[src/hdl/decode_pkg.sv]
// Shared widths, opcodes, micro-op codes and instruction formats, imported by the decode stage
package decode_pkg;

    localparam int XLEN = 32;

    typedef logic [XLEN-1:0] word_t;
    typedef logic [4:0]      reg_addr_t;
    typedef logic [2:0]      fu_t;
    typedef logic [4:0]      uop_t;

    // -------------------------------------------------------------------------
    // Functional units and micro-ops
    // -------------------------------------------------------------------------

    localparam int FU_ALU = 0;
    localparam int FU_LSU = 1;
    localparam int FU_CFU = 2;

    localparam uop_t ALU_ADD  = 5'd1;
    localparam uop_t ALU_SUB  = 5'd2;
    localparam uop_t ALU_AND  = 5'd3;
    localparam uop_t ALU_OR   = 5'd4;
    localparam uop_t ALU_XOR  = 5'd5;
    localparam uop_t ALU_SLT  = 5'd6;
    localparam uop_t ALU_SLTU = 5'd7;
    localparam uop_t ALU_SRA  = 5'd8;
    localparam uop_t ALU_SRL  = 5'd9;
    localparam uop_t ALU_SLL  = 5'd10;

    // LSU micro-op is a bit field, not an enumeration
    localparam int LSU_SIGNED    = 0;
    localparam int LSU_WIDTH_LSB = 1;  // Two-bit width field at [2:1]
    localparam int LSU_LOAD      = 3;
    localparam int LSU_STORE     = 4;

    localparam logic [1:0] LSU_BYTE = 2'b01;
    localparam logic [1:0] LSU_HALF = 2'b10;
    localparam logic [1:0] LSU_WORD = 2'b11;

    localparam uop_t CFU_BEQ    = 5'd1;
    localparam uop_t CFU_BNE    = 5'd2;
    localparam uop_t CFU_BLT    = 5'd3;
    localparam uop_t CFU_BGE    = 5'd4;
    localparam uop_t CFU_BLTU   = 5'd5;
    localparam uop_t CFU_BGEU   = 5'd6;
    localparam uop_t CFU_JALI   = 5'd7;
    localparam uop_t CFU_JALR   = 5'd8;
    localparam uop_t CFU_ECALL  = 5'd9;
    localparam uop_t CFU_EBREAK = 5'd10;

    typedef struct packed {
        logic opra_rs1;   // A from rs1
        logic opra_pcim;  // A from PC plus immediate
        logic oprb_rs2;   // B from rs2
        logic oprb_imm;   // B from immediate
        logic oprc_rs2;   // C from rs2, store data
        logic oprc_pcim;  // C from PC plus immediate, branch target
        logic opr_zero;   // A or B deliberately zero
    } opr_src_t;

    // -------------------------------------------------------------------------
    // Encodings
    // -------------------------------------------------------------------------

    localparam logic [6:0] OPC_OP     = 7'b0110011;
    localparam logic [6:0] OPC_OPIMM  = 7'b0010011;
    localparam logic [6:0] OPC_LUI    = 7'b0110111;
    localparam logic [6:0] OPC_AUIPC  = 7'b0010111;
    localparam logic [6:0] OPC_LOAD   = 7'b0000011;
    localparam logic [6:0] OPC_STORE  = 7'b0100011;
    localparam logic [6:0] OPC_BRANCH = 7'b1100011;
    localparam logic [6:0] OPC_JAL    = 7'b1101111;
    localparam logic [6:0] OPC_JALR   = 7'b1100111;
    localparam logic [6:0] OPC_SYSTEM = 7'b1110011;

    localparam reg_addr_t TRAP_IACCESS = 5'd1;
    localparam reg_addr_t TRAP_IOPCODE = 5'd2;

    localparam word_t PC_RESET_VALUE = 32'h8000_0000;

    typedef struct packed {
        logic [6:0] funct7;
        reg_addr_t  rs2;
        reg_addr_t  rs1;
        logic [2:0] funct3;
        reg_addr_t  rd;
        logic [6:0] opcode;
    } r_fmt_t;

    typedef struct packed {
        logic [11:0] imm;
        reg_addr_t   rs1;
        logic [2:0]  funct3;
        reg_addr_t   rd;
        logic [6:0]  opcode;
    } i_fmt_t;

    typedef struct packed {
        logic [6:0] imm_hi;
        reg_addr_t  rs2;
        reg_addr_t  rs1;
        logic [2:0] funct3;
        logic [4:0] imm_lo;
        logic [6:0] opcode;
    } s_fmt_t;

    typedef struct packed {
        logic       imm_12;
        logic [5:0] imm_10_5;
        reg_addr_t  rs2;
        reg_addr_t  rs1;
        logic [2:0] funct3;
        logic [3:0] imm_4_1;
        logic       imm_11;
        logic [6:0] opcode;
    } b_fmt_t;

    typedef struct packed {
        logic [19:0] imm_31_12;
        reg_addr_t   rd;
        logic [6:0]  opcode;
    } u_fmt_t;

    typedef struct packed {
        logic       imm_20;
        logic [9:0] imm_10_1;
        logic       imm_11;
        logic [7:0] imm_19_12;
        reg_addr_t  rd;
        logic [6:0] opcode;
    } j_fmt_t;

    typedef union packed {
        r_fmt_t r;
        i_fmt_t i;
        s_fmt_t s;
        b_fmt_t b;
        u_fmt_t u;
        j_fmt_t j;
    } instr_u;

endpackage

[src/hdl/decode_if.sv]
// Decoded instruction fields, driven by the decoder and read by the operand selector and top
`timescale 1ns/100ps

interface decode_if;
    import decode_pkg::*;

    fu_t       fu;      // Functional unit one-hot
    uop_t      uop;     // Micro-op code
    reg_addr_t rd;      // Destination or trap cause
    reg_addr_t rs1;     // Register file read addresses
    reg_addr_t rs2;
    word_t     imm;     // Immediate for operand B
    word_t     imm_pc;  // Immediate added to the PC
    opr_src_t  src;     // Operand source flags
    logic      trap;    // Raise a trap

    modport dec (
        output fu, uop, rd, rs1, rs2, imm, imm_pc, src, trap
    );

    modport opr (
        input imm, imm_pc, src
    );

endinterface

[src/hdl/instr_decoder.sv]
// Combinational RV32I decoder, turns one instruction word into unit, micro-op and operand sources
`timescale 1ns/100ps

module instr_decoder (
    input  decode_pkg::word_t i_instr,  // Instruction word from fetch
    input  logic              i_error,  // Fetch error on this word
    decode_if.dec             dec
);
    import decode_pkg::*;

    instr_u     ins;
    logic [2:0] funct3;
    logic [6:0] funct7;
    word_t      imm_i;
    word_t      imm_s;
    word_t      imm_b;
    word_t      imm_u;
    word_t      imm_j;
    uop_t       alu_uop;
    logic [1:0] lsu_width;
    fu_t        fu;
    uop_t       uop;
    opr_src_t   src;
    word_t      imm;
    word_t      imm_pc;
    logic       illegal;
    logic       no_rd;

    assign ins    = i_instr;
    assign funct3 = ins.r.funct3;
    assign funct7 = ins.r.funct7;

    // -------------------------------------------------------------------------
    // Immediates
    // -------------------------------------------------------------------------

    assign imm_i = {{20{ins.i.imm[11]}}, ins.i.imm};
    assign imm_s = {{20{ins.s.imm_hi[6]}}, ins.s.imm_hi, ins.s.imm_lo};
    assign imm_b = {{19{ins.b.imm_12}}, ins.b.imm_12, ins.b.imm_11, ins.b.imm_10_5,
                    ins.b.imm_4_1, 1'b0};
    assign imm_u = {ins.u.imm_31_12, 12'b0};
    assign imm_j = {{11{ins.j.imm_20}}, ins.j.imm_20, ins.j.imm_19_12, ins.j.imm_11,
                    ins.j.imm_10_1, 1'b0};

    // Shared by OP and OP-IMM, SUB only exists in the register form
    always_comb begin
        case (funct3)
            3'b000:  alu_uop = (funct7[5] && ins.r.opcode == OPC_OP) ? ALU_SUB : ALU_ADD;
            3'b001:  alu_uop = ALU_SLL;
            3'b010:  alu_uop = ALU_SLT;
            3'b011:  alu_uop = ALU_SLTU;
            3'b100:  alu_uop = ALU_XOR;
            3'b101:  alu_uop = funct7[5] ? ALU_SRA : ALU_SRL;
            3'b110:  alu_uop = ALU_OR;
            default: alu_uop = ALU_AND;
        endcase
    end

    assign lsu_width = funct3[1] ? LSU_WORD : (funct3[0] ? LSU_HALF : LSU_BYTE);

    // -------------------------------------------------------------------------
    // Opcode decode
    // -------------------------------------------------------------------------

    always_comb begin
        fu      = '0;
        uop     = '0;
        src     = '0;
        imm     = '0;
        imm_pc  = '0;
        illegal = 1'b0;
        no_rd   = 1'b0;
        case (ins.r.opcode)
            OPC_OP: begin
                fu[FU_ALU]   = 1'b1;
                uop          = alu_uop;
                src.opra_rs1 = 1'b1;
                src.oprb_rs2 = 1'b1;
                illegal      = !(funct7 == 7'h00 ||
                                 (funct7 == 7'h20 && (funct3 == 3'b000 || funct3 == 3'b101)));
            end
            OPC_OPIMM: begin
                fu[FU_ALU]   = 1'b1;
                uop          = alu_uop;
                src.opra_rs1 = 1'b1;
                src.oprb_imm = 1'b1;
                if (funct3[1:0] == 2'b01) begin
                    imm     = {27'b0, ins.r.rs2};  // Shift amount
                    illegal = funct7 != 7'h00 && !(funct3[2] && funct7 == 7'h20);
                end else begin
                    imm     = imm_i;
                end
            end
            OPC_LUI: begin
                fu[FU_ALU]   = 1'b1;
                uop          = ALU_OR;
                src.oprb_imm = 1'b1;
                src.opr_zero = 1'b1;
                imm          = imm_u;
            end
            OPC_AUIPC: begin
                fu[FU_ALU]    = 1'b1;
                uop           = ALU_ADD;
                src.opra_pcim = 1'b1;
                src.opr_zero  = 1'b1;
                imm           = imm_u;
                imm_pc        = imm_u;
            end
            OPC_LOAD: begin
                fu[FU_LSU]                 = 1'b1;
                uop[LSU_LOAD]              = 1'b1;
                uop[LSU_SIGNED]            = !funct3[2];
                uop[LSU_WIDTH_LSB +: 2]    = lsu_width;
                src.opra_rs1               = 1'b1;
                src.oprb_imm               = 1'b1;
                imm                        = imm_i;
                illegal = funct3[1:0] == 2'b11 || funct3 == 3'b110;
            end
            OPC_STORE: begin
                fu[FU_LSU]              = 1'b1;
                uop[LSU_STORE]          = 1'b1;
                uop[LSU_WIDTH_LSB +: 2] = lsu_width;
                src.opra_rs1            = 1'b1;
                src.oprb_imm            = 1'b1;
                src.oprc_rs2            = 1'b1;
                imm                     = imm_s;
                no_rd                   = 1'b1;
                illegal = funct3[2] || funct3[1:0] == 2'b11;
            end
            OPC_BRANCH: begin
                fu[FU_CFU]    = 1'b1;
                src.opra_rs1  = 1'b1;
                src.oprb_rs2  = 1'b1;
                src.oprc_pcim = 1'b1;
                imm           = imm_b;
                imm_pc        = imm_b;
                no_rd         = 1'b1;
                case (funct3)
                    3'b000:  uop = CFU_BEQ;
                    3'b001:  uop = CFU_BNE;
                    3'b100:  uop = CFU_BLT;
                    3'b101:  uop = CFU_BGE;
                    3'b110:  uop = CFU_BLTU;
                    3'b111:  uop = CFU_BGEU;
                    default: illegal = 1'b1;
                endcase
            end
            OPC_JAL: begin
                fu[FU_CFU]    = 1'b1;
                uop           = CFU_JALI;
                src.oprc_pcim = 1'b1;
                src.opr_zero  = 1'b1;
                imm           = imm_j;
                imm_pc        = imm_j;
            end
            OPC_JALR: begin
                fu[FU_CFU]   = 1'b1;
                uop          = CFU_JALR;
                src.opra_rs1 = 1'b1;
                src.oprb_imm = 1'b1;
                imm          = imm_i;
                illegal      = funct3 != 3'b000;
            end
            OPC_SYSTEM: begin
                fu[FU_CFU] = 1'b1;
                no_rd      = 1'b1;
                if (i_instr == 32'h0000_0073) begin
                    uop = CFU_ECALL;
                end else if (i_instr == 32'h0010_0073) begin
                    uop = CFU_EBREAK;
                end else begin
                    illegal = 1'b1;  // CSR access not supported
                end
            end
            default: illegal = 1'b1;
        endcase
    end

    // -------------------------------------------------------------------------
    // Outputs
    // -------------------------------------------------------------------------

    assign dec.fu     = illegal ? '0 : fu;
    assign dec.uop    = illegal ? '0 : uop;
    assign dec.src    = illegal ? '0 : src;
    assign dec.imm    = illegal ? '0 : imm;
    assign dec.imm_pc = illegal ? '0 : imm_pc;
    assign dec.rs1    = ins.r.rs1;
    assign dec.rs2    = ins.r.rs2;
    assign dec.trap   = illegal || i_error;

    // Trap cause travels in rd, illegal opcode beats fetch error
    assign dec.rd = illegal ? TRAP_IOPCODE :
                    i_error ? TRAP_IACCESS :
                    no_rd   ? '0           : ins.r.rd;

    // One unit per decoded word, no unit only with the illegal-opcode cause
    always_comb begin
        assert ($onehot0(dec.fu) &&
                ((dec.fu == '0) == (dec.trap && dec.rd == TRAP_IOPCODE)))
            else $error("decoder unit select disagrees with the trap cause");
    end

endmodule

[src/hdl/operand_select.sv]
// Program counter and operand A, B and C multiplexers, fed by the decoder and the register file
`timescale 1ns/100ps

module operand_select (
    input  logic              g_clk,
    input  logic              g_resetn,
    decode_if.opr             opr,          // Immediates and source flags
    input  decode_pkg::word_t i_rs1_rdata,  // Register file data, same cycle
    input  decode_pkg::word_t i_rs2_rdata,
    input  logic              i_accept,     // Instruction taken this edge
    input  logic              i_cf_load,    // Redirect the PC
    input  decode_pkg::word_t i_cf_target,
    output decode_pkg::word_t o_opr_a,
    output decode_pkg::word_t o_opr_b,
    output decode_pkg::word_t o_opr_c
);
    import decode_pkg::*;

    word_t pc_q;
    word_t pc_imm;
    logic  a_sourced;
    logic  b_sourced;

    always_ff @(posedge g_clk) begin
        if (!g_resetn) begin
            pc_q <= PC_RESET_VALUE;
        end else if (i_cf_load) begin
            pc_q <= i_cf_target;    // Redirect wins over advance
        end else if (i_accept) begin
            pc_q <= pc_q + 32'd4;   // RV32I only, fixed 4-byte step
        end
    end

    assign pc_imm = pc_q + opr.imm_pc;

    // -------------------------------------------------------------------------
    // Operand multiplexers, unsourced operands read as zero
    // -------------------------------------------------------------------------

    assign a_sourced = opr.src.opra_rs1 || opr.src.opra_pcim;
    assign b_sourced = opr.src.oprb_rs2 || opr.src.oprb_imm;

    assign o_opr_a = opr.src.opra_rs1  ? i_rs1_rdata :
                     opr.src.opra_pcim ? pc_imm      : '0;

    assign o_opr_b = opr.src.oprb_rs2  ? i_rs2_rdata :
                     opr.src.oprb_imm  ? opr.imm     : '0;

    assign o_opr_c = opr.src.oprc_rs2  ? i_rs2_rdata :  // Store data
                     opr.src.oprc_pcim ? pc_imm      : '0;  // Branch or jump target

    // Decoder flags zero only where A or B really has no source
    zero_src_check: assert property (@(posedge g_clk) disable iff (!g_resetn)
        opr.src.opr_zero |-> !(a_sourced && b_sourced));

endmodule

[src/hdl/decode_pipe_reg.sv]
// Decode-to-execute pipeline register with valid/busy handshake, flush and bubble insertion
`timescale 1ns/100ps

module decode_pipe_reg (
    input  logic                  g_clk,
    input  logic                  g_resetn,
    input  logic                  i_valid,   // New instruction offered
    input  logic                  i_bubble,  // Load an empty entry instead
    input  logic                  i_flush,   // Drop the held entry
    input  logic                  i_busy,    // Next stage cannot take data
    output logic                  o_busy,
    output logic                  o_valid,
    input  decode_pkg::fu_t       i_fu,
    input  decode_pkg::uop_t      i_uop,
    input  decode_pkg::reg_addr_t i_rd,
    input  logic                  i_trap,
    input  decode_pkg::word_t     i_opr_a,
    input  decode_pkg::word_t     i_opr_b,
    input  decode_pkg::word_t     i_opr_c,
    output decode_pkg::fu_t       o_fu,
    output decode_pkg::uop_t      o_uop,
    output decode_pkg::reg_addr_t o_rd,
    output logic                  o_trap,
    output decode_pkg::word_t     o_opr_a,
    output decode_pkg::word_t     o_opr_b,
    output decode_pkg::word_t     o_opr_c
);

    logic stall;

    assign stall  = o_valid && i_busy;
    assign o_busy = stall || i_bubble;

    always_ff @(posedge g_clk) begin
        if (!g_resetn || i_flush) begin
            o_valid <= 1'b0;
        end else if (!stall) begin
            o_valid <= i_valid || i_bubble;
        end
    end

    always_ff @(posedge g_clk) begin
        if (!stall) begin
            o_fu    <= i_bubble ? '0 : i_fu;
            o_uop   <= i_bubble ? '0 : i_uop;
            o_rd    <= i_bubble ? '0 : i_rd;
            o_trap  <= i_bubble ? 1'b0 : i_trap;
            o_opr_a <= i_bubble ? '0 : i_opr_a;
            o_opr_b <= i_bubble ? '0 : i_opr_b;
            o_opr_c <= i_bubble ? '0 : i_opr_c;
        end
    end

    // Held entry must not change or vanish while the next stage is busy, unless flushed
    stall_hold: assert property (@(posedge g_clk) disable iff (!g_resetn)
        stall |=> $stable({o_fu, o_uop, o_rd, o_trap, o_opr_a, o_opr_b, o_opr_c}) &&
                  (o_valid || $past(i_flush)));

endmodule

[src/hdl/decode_stage.sv]
// RV32I decode stage top, connects decoder, operand selector and pipeline register to plain ports
`timescale 1ns/100ps

module decode_stage (
    input  logic                  g_clk,
    input  logic                  g_resetn,
    input  logic                  i_s1_valid,      // Fetch offers a word
    output logic                  o_s1_busy,       // Stage cannot accept
    input  decode_pkg::word_t     i_s1_data,       // Instruction word
    input  logic                  i_s1_error,      // Fetch error on the word
    input  logic                  i_s1_flush,
    input  logic                  i_s1_bubble,
    output decode_pkg::reg_addr_t o_s1_rs1_addr,   // Register file read ports
    output decode_pkg::reg_addr_t o_s1_rs2_addr,
    input  decode_pkg::word_t     i_s1_rs1_rdata,
    input  decode_pkg::word_t     i_s1_rs2_rdata,
    input  logic                  i_cf_load,       // Control flow redirect
    input  decode_pkg::word_t     i_cf_target,
    output logic                  o_s2_valid,
    input  logic                  i_s2_busy,
    output decode_pkg::reg_addr_t o_s2_rd,         // Destination or trap cause
    output decode_pkg::word_t     o_s2_opr_a,
    output decode_pkg::word_t     o_s2_opr_b,
    output decode_pkg::word_t     o_s2_opr_c,
    output decode_pkg::uop_t      o_s2_uop,
    output decode_pkg::fu_t       o_s2_fu,
    output logic                  o_s2_trap
);
    import decode_pkg::*;

    logic  s1_accept;
    word_t opr_a;
    word_t opr_b;
    word_t opr_c;

    decode_if dec_bus ();

    assign s1_accept     = i_s1_valid && !o_s1_busy;
    assign o_s1_rs1_addr = dec_bus.rs1;
    assign o_s1_rs2_addr = dec_bus.rs2;

    instr_decoder u_decoder (
        .i_instr (i_s1_data),
        .i_error (i_s1_error),
        .dec     (dec_bus.dec)
    );

    operand_select u_opr_sel (
        .g_clk       (g_clk),
        .g_resetn    (g_resetn),
        .opr         (dec_bus.opr),
        .i_rs1_rdata (i_s1_rs1_rdata),
        .i_rs2_rdata (i_s1_rs2_rdata),
        .i_accept    (s1_accept),
        .i_cf_load   (i_cf_load),
        .i_cf_target (i_cf_target),
        .o_opr_a     (opr_a),
        .o_opr_b     (opr_b),
        .o_opr_c     (opr_c)
    );

    decode_pipe_reg u_pipe_reg (
        .g_clk    (g_clk),
        .g_resetn (g_resetn),
        .i_valid  (i_s1_valid),
        .i_bubble (i_s1_bubble),
        .i_flush  (i_s1_flush),
        .i_busy   (i_s2_busy),
        .o_busy   (o_s1_busy),
        .o_valid  (o_s2_valid),
        .i_fu     (dec_bus.fu),
        .i_uop    (dec_bus.uop),
        .i_rd     (dec_bus.rd),
        .i_trap   (dec_bus.trap),
        .i_opr_a  (opr_a),
        .i_opr_b  (opr_b),
        .i_opr_c  (opr_c),
        .o_fu     (o_s2_fu),
        .o_uop    (o_s2_uop),
        .o_rd     (o_s2_rd),
        .o_trap   (o_s2_trap),
        .o_opr_a  (o_s2_opr_a),
        .o_opr_b  (o_s2_opr_b),
        .o_opr_c  (o_s2_opr_c)
    );

endmodule

[config.mk]
export PLATFORM = sky130hd
export DESIGN_NAME = decode_stage
export DESIGN_NICKNAME = d
export VERILOG_FILES = /design/src/hdl/decode_pkg.sv /design/src/hdl/decode_if.sv /design/src/hdl/instr_decoder.sv /design/src/hdl/operand_select.sv /design/src/hdl/decode_pipe_reg.sv /design/src/hdl/decode_stage.sv
export SDC_FILE = /design/constraint.sdc
export NUM_CORES = 1
export LEC_CHECK = 0
export ABC_AREA = 1
export BUFFER_PORTS_ARGS = -buffer_cell sky130_fd_sc_hd__buf_2
export CORE_MARGIN = 2
export CORE_UTILIZATION = 35
export DETAILED_ROUTE_END_ITERATION = 10
export MAX_ROUTING_LAYER = met4
export SETUP_SLACK_MARGIN = 0.05
export SYNTH_ARGS = -nofsm -noshare
export SYNTH_HDL_FRONTEND = slang
export SYNTH_HIERARCHICAL = 1
export SYNTH_SLANG_ARGS = --single-unit
export TNS_END_PERCENT = 10
[constraint.sdc]
create_clock -name g_clk -period 6.15 [get_ports g_clk]
set_clock_uncertainty 0.15 [all_clocks]
set_input_delay 1.23 -clock g_clk [delete_from_list [all_inputs] [get_ports g_clk]]
set_output_delay 1.23 -clock g_clk [all_outputs]
set_load 0.005 [all_outputs]
## After elaboration in Yosys (flattened, before gate mapping)

Index checks and enable logic that the tools add are counted.

| cells by class | value |
|---|---|
| $add $sub $neg | 2 |
| equality and inequality tests | 22 |
| muxes and demuxes | 45 |
| reductions and logical operators | 40 |

Operators by type and width:

| kind | count |
|---|---|
| 32-bit 2-to-1 mux | 11 |
| 32-bit one-hot mux with 6 select lines | 1 |
| 32-bit one-hot mux with 3 select lines | 1 |
| 5-bit one-hot mux with 7 select lines | 1 |
| 32-bit by 3-bit adder with 32-bit output, second input constant | 1 |
| 32-bit adder | 1 |
| 32-bit by 21-bit equality test with 1-bit output, second input constant | 1 |
| 32-bit by 7-bit equality test with 1-bit output, second input constant | 1 |
| 7-bit by 6-bit equality test with 1-bit output, second input constant | 4 |
| 7-bit equality test, second input constant | 4 |
| 3-bit one-hot mux with 6 select lines | 1 |
| 1-bit 2-to-1 mux | 16 |
| 2-bit OR reduction | 8 |
| 7-bit by 5-bit equality test with 1-bit output, second input constant | 2 |
| 3-bit equality test, second input constant | 4 |
| 2-bit 2-to-1 mux | 6 |
| 2-bit one-hot mux with 6 select lines | 1 |
| 4-bit OR reduction | 3 |
| 6-bit OR reduction | 2 |
| 1-bit logical OR | 8 |
| 1-bit one-hot mux with 4 select lines | 2 |
| 1-bit one-hot mux with 8 select lines | 1 |
| 7-bit by 2-bit equality test with 1-bit output, second input constant | 1 |
| 7-bit zero test | 1 |
| 16 further kinds | 27 |

| storage, ports and cells | value |
|---|---|
| bits in registers | 143 |
| bits of input ports | 136 |
| output and inout bits | 122 |
| logic and storage cells | 120 |

## Longest topological paths before layout

| logic depth | value |
|---|---|
| depth after elaboration | 10 |
| mapped depth | 28 |
| mapped depth without buffers | 25 |

## Modules after synthesis

The synthesis kept the hierarchy.

Modules (own cells, without submodules):

| module | instances | cells each | area an instance (µm²) |
|---|---|---|---|
| operand_select | 1 | 1081 | 5551.6 |
| decode_pipe_reg | 1 | 350 | 4289.1 |
| instr_decoder | 1 | 398 | 1773.0 |
| decode_stage | 1 | 2 | 10.0 |

## Least setup slack after synthesis

No wires, ideal clock.

| timing | value |
|---|---|
| path type | input port to output port |
| start | input i_s2_busy |
| end | output o_s1_busy |
| data arrival time | 3.941 ns |
| required time | 4.770 ns |
| slack | 0.829 ns |
| cell stages on the path | 2 |
| cell sequence | nand2_1 > nand2_1 |

| between the ends | value |
|---|---|
| cells in the longest elaborated chain, start to end | 2 |

Ends and longest elaborated chain:

| item | RTL line | source |
|---|---|---|
| start: declaration | decode_stage.sv:20 | `input logic i_s2_busy,` |
| 1-bit logical AND | decode_pipe_reg.sv:31 | `assign stall = o_valid && i_busy;` |
| 1-bit logical OR | decode_pipe_reg.sv:32 | `assign o_busy = stall \|\| i_bubble;` |
| end: declaration | decode_stage.sv:8 | `output logic o_s1_busy,` |

Every way passes these cells.

## Worst setup path in the final report

| timing | value |
|---|---|
| start | input i_s1_data[3] |
| end | register u_pipe_reg.o_opr_a[16], data pin |

| between the ends | value |
|---|---|
| cells in the longest elaborated chain, start to end | 8 |
| elaborated cells on any way between the ends | 25 |

Ends and longest elaborated chain:

| item | RTL line | source |
|---|---|---|
| start: declaration | decode_stage.sv:9 | `input decode_pkg::word_t i_s1_data,` |
| 32-bit by 21-bit equality test with 1-bit output | instr_decoder.sv:169 | `end else if (i_instr == 32'h0010_0073) begin` |
| 1-bit 2-to-1 mux | instr_decoder.sv:169 |  |
| 1-bit 2-to-1 mux | instr_decoder.sv:167 | `if (i_instr == 32'h0000_0073) begin` |
| 1-bit one-hot mux with 8 select lines | instr_decoder.sv:73 | `case (ins.r.opcode)` |
| 32-bit 2-to-1 mux * | instr_decoder.sv:187 | `assign dec.imm_pc = illegal ? '0 : imm_pc;` |
| named net dec_bus.imm_pc[1] | decode_if.sv:13 | `word_t imm_pc;` |
| 32-bit adder * | operand_select.sv:34 | `assign pc_imm = pc_q + opr.imm_pc;` |
| 32-bit 2-to-1 mux * | operand_select.sv:44 | `opr.src.opra_pcim ? pc_imm : '0;` |
| 32-bit 2-to-1 mux * | operand_select.sv:43 | `assign o_opr_a = opr.src.opra_rs1 ? i_rs1_rdata :` |
| named net opr_a[16] | decode_stage.sv:32 | `word_t opr_a;` |
| end signal: assignment | decode_pipe_reg.sv:48 | `o_opr_a <= i_bubble ? '0 : i_opr_a;` |
| end: declaration | decode_pipe_reg.sv:24 | `output decode_pkg::word_t o_opr_a,` |

The timed path passes the listed nets; every way through them passes the cells marked *.
A chain may end at the register's enable or synchronous reset.

==> impl_metrics.yaml <==
clocking:
  cts_hold_buf: 0
  cts_root_buffer: "clkbuf_16"
  cts.path.max_buffers: 2
  clk_latency_ns: 0.45
  postCtsSetupRepairBufs: 0
  ctsResizeCount: 0
  cts_tree: "yes"
  cts_buffers: 17
  htreeDepth: 4
  cts.sinks: 143
  clk_pin_slew_ns: 0.07
timing:
  fin_crit_sh_pct: 81.4
  fin_crit_ns: 5.01
  setup_tns_ns: 0
  finalHoldViolations: 0
  worstMarginPinSlew_ns: 1.10
  max_slew_margin_pct: 26.4
  rsz0062_at_grt: "false"
  maxSlewViolCount: 0
  fmax_ghz: 0.200
  setup_violations: 0
die:
  std_cell_rows: 66
  die_w_um: 186
  die_area_mm2: 0.0347
  start_util_pct: 35.6
  core_mm2: 0.0326
  die_h_um: 186
  io_pins: 258
drt:
  first_pass_iters: 6
  drc: 0
  drt_wl_total_um: 42500
  drtIter0Drc: 967
  vias_per_cell: 4.85
  wire_per_inst_um: 17.0
  ant_nets: 0
  vias: 12200
yosys:
  ys_seq_elements: 143
  syn_area_mm2: 0.0116
  synth_commonest_cells: "nand2_1 (524), inv_1 (321), nor2_1 (315)"
  yosysTopAreaCell: "edfxtp_1"
  synth_fp_nets: 2000
  yosysMostFrequentCell: "nand2_1"
  yosysSeqAreaShare_pct: 34.1
  synth_cell_types: 47
  synth_top_area_share_pct: 28.4
  syn_avg_cell_area_um2: 6.35
  synthTopCellsByArea: "edfxtp_1 (28%), nand2_1 (17%), inv_1 (10%), nor2_1 (10%), dfxtp_1 (5.7%)"
  syn_inst: 1831
  synth_edf_count: 110
  yosys_warnings: 6
  synth_top_flop_cell: "edfxtp_1"
  async_reset_ff_share_pct: 0
finish:
  n_fill_cell: 3573
  final_area_mm2: 0.0138
  finalNetCount: 2221
  syn2layout_area_growth_pct: 18.3
  drive_gt1_share_pct: 17.3
grt:
  grt_max_degree: 87
  antenna_found_initial: 2
  grt_pass1_vias: 11300
  grt_usage_pct: 25.2
  grt_first_pass_wirelength_um: 63300
  grt_overflow: 0
placed_design:
  gp_congestion: 0.964
  place_area_mm2: 0.0132
  dp_hpwl_um: 34200
  port_buffers: 257
worst_hold_path:
  holdCritStartpoint: "u_opr_sel/pc_q[16]"
  hold-path-cell-count: 2
  hold_path_class: "reg -> reg"
  min_to: "u_opr_sel/pc_q[16]"
worst_setup_path:
  worstPathMaxFanout: 38
  r2r_end: "u_pipe_reg/o_opr_a[13]"
  rr_startpoint: "u_opr_sel/pc_q[2]"
  worstSetupEndpointType: "flop"
  path_class: "in -> reg"
  ff2ff_setup_slack_ns: 3.48
  cp.arrival_ns: 5.02
  cp.required_ns: 6.16
  r2r_cells: 11
  start_kind: "primary input"
run:
  timing.max_cap.violations: 0
run_status:
  status: "completed"
pwr:
  p_per_area_mw_per_mm2: 178
  p_leak_uw: 0.00688
  vdd_drop_max_v: 0.000185
==> registers in the layout (all words and copies together), names as in the netlist, 3 cells and up <==
name and flops:
u_pipe_reg/o_opr_b 32, u_pipe_reg/o_uop 5, u_pipe_reg/o_rd 5, u_pipe_reg/o_fu 3
u_pipe_reg/o_opr_c 32, u_opr_sel/pc_q 32, u_pipe_reg/o_opr_a 32
==> worst max-delay path by stage <==
stage	slack, ns	end	from
after floorplan	0.83	o_s1_busy	i_s2_busy
after global placement	0.70	u_pipe_reg/o_opr_a[16]	i_s1_data[14]
after detailed placement	0.71	u_pipe_reg/o_opr_a[16]	i_s1_data[3]
after CTS	1.17	u_pipe_reg/o_opr_a[16]	i_s1_data[14]
after global routing	0.65	u_pipe_reg/o_opr_a[16]	i_s1_data[14]
final	1.14	u_pipe_reg/o_opr_a[16]	i_s1_data[3]
==> final cells by class <==
cell class / count / area, um2 / share of cell area (%)
sequential: 143 / 3960 / 28.8
inverter: 331 / 1240 / 9.03
multi-input combinational: 1287 / 6020 / 43.8
tap: 442 / 553 / 4.02
timing repair buffer: 272 / 1400 / 10.2
clock inverter: 12 / 138 / 1.00
clock buffer: 18 / 429 / 3.12
antenna: 2 / 5.00 / 0.0364
==> metrics by stage <==
stage	setup WS, ns	total power [uW]	hold WS (ns)	util [%]	std cells
floorplan	0.829	1280	0.328	-	1831
global placement	0.700	1420	0.389	40.4	2475
detailed placement	0.714	1420	0.393	40.4	2475
CTS	1.17	2460	0.404	42.1	2505
global route	0.647	2530	0.432	42.2	2507
finish	1.14	2440	0.419	42.2	2507
==> placed cells by master, fill, tap and decap left out, drive strengths merged <==
master    instances
a21o              1
a21oi            70
a221oi            1
a22oi            26
a31o              1
a31oi             8
and2              1
and3              1
buf             272
bufinv            2
clkbuf           18
clkinv            7
clkinvlp          3
conb              1
dfxtp            33
diode             2
edfxtp          110
fa                1
ha               32
inv             331
nand2           535
nand3           132
nand3b            3
nand4             6
nor2            334
nor3             13
o2111ai           1
o211ai            1
o21ai            66
o21bai            6
o22ai            14
or2               5
xnor2             9
xor2             19
==> critical path: stages <==
cell and delay (ns):
buf_2 0.11, inv_1 0.07, nand2_1 0.06, nor2_2 0.21, nand2_1 0.20, nand2_2 0.23, nor2_2 0.08, nand2_1 0.08
nor2_1 0.05, nor2_2 0.11, nand2_2 0.41, buf_4 0.41, nor2_1 0.16, inv_1 0.08, fa_1 0.45, inv_1 0.10
nand3_1 0.07, nand3_1 0.15, nand2_1 0.07, nand2_1 0.12, a21oi_1 0.11, inv_1 0.06, nand2_1 0.07, nand3_1 0.16
nand2_1 0.07, inv_1 0.05, nor2_1 0.03
==> cells by family (layout without fill, tap and decap cells) <==
logic type | Yosys count | count (layout) | synth area share (%)
AO/OA/AOI/OAI | 195 | 195 | 9.59
XOR/XNOR | 28 | 28 | 2.11
adder cells (fa/ha/maj) | 33 | 33 | 3.62
buffers and inverters | 401 | 633 | 14.2
flip-flops | 143 | 143 | 34.1
other | 1 | 3 | 0.0323
AND/OR/NAND/NOR | 1030 | 1030 | 36.3
==> power by group <==
group          switching [uW]  internal (uW)
Clock                     446            595
Combinational             194            103
Sequential               32.8           1070
Total                     672           1770
==> per-layer routing <==
layer	track usage [%]	vias to the layer above	part of all wire, %
li1	-	6124	-
met1	34.1	5505	46
met2	39.0	494	44
met3	4.36	46	8.0
met4	6.49	0	1.7
met5	-	-	0
Note: power is estimated with default switching activity, not from simulation.
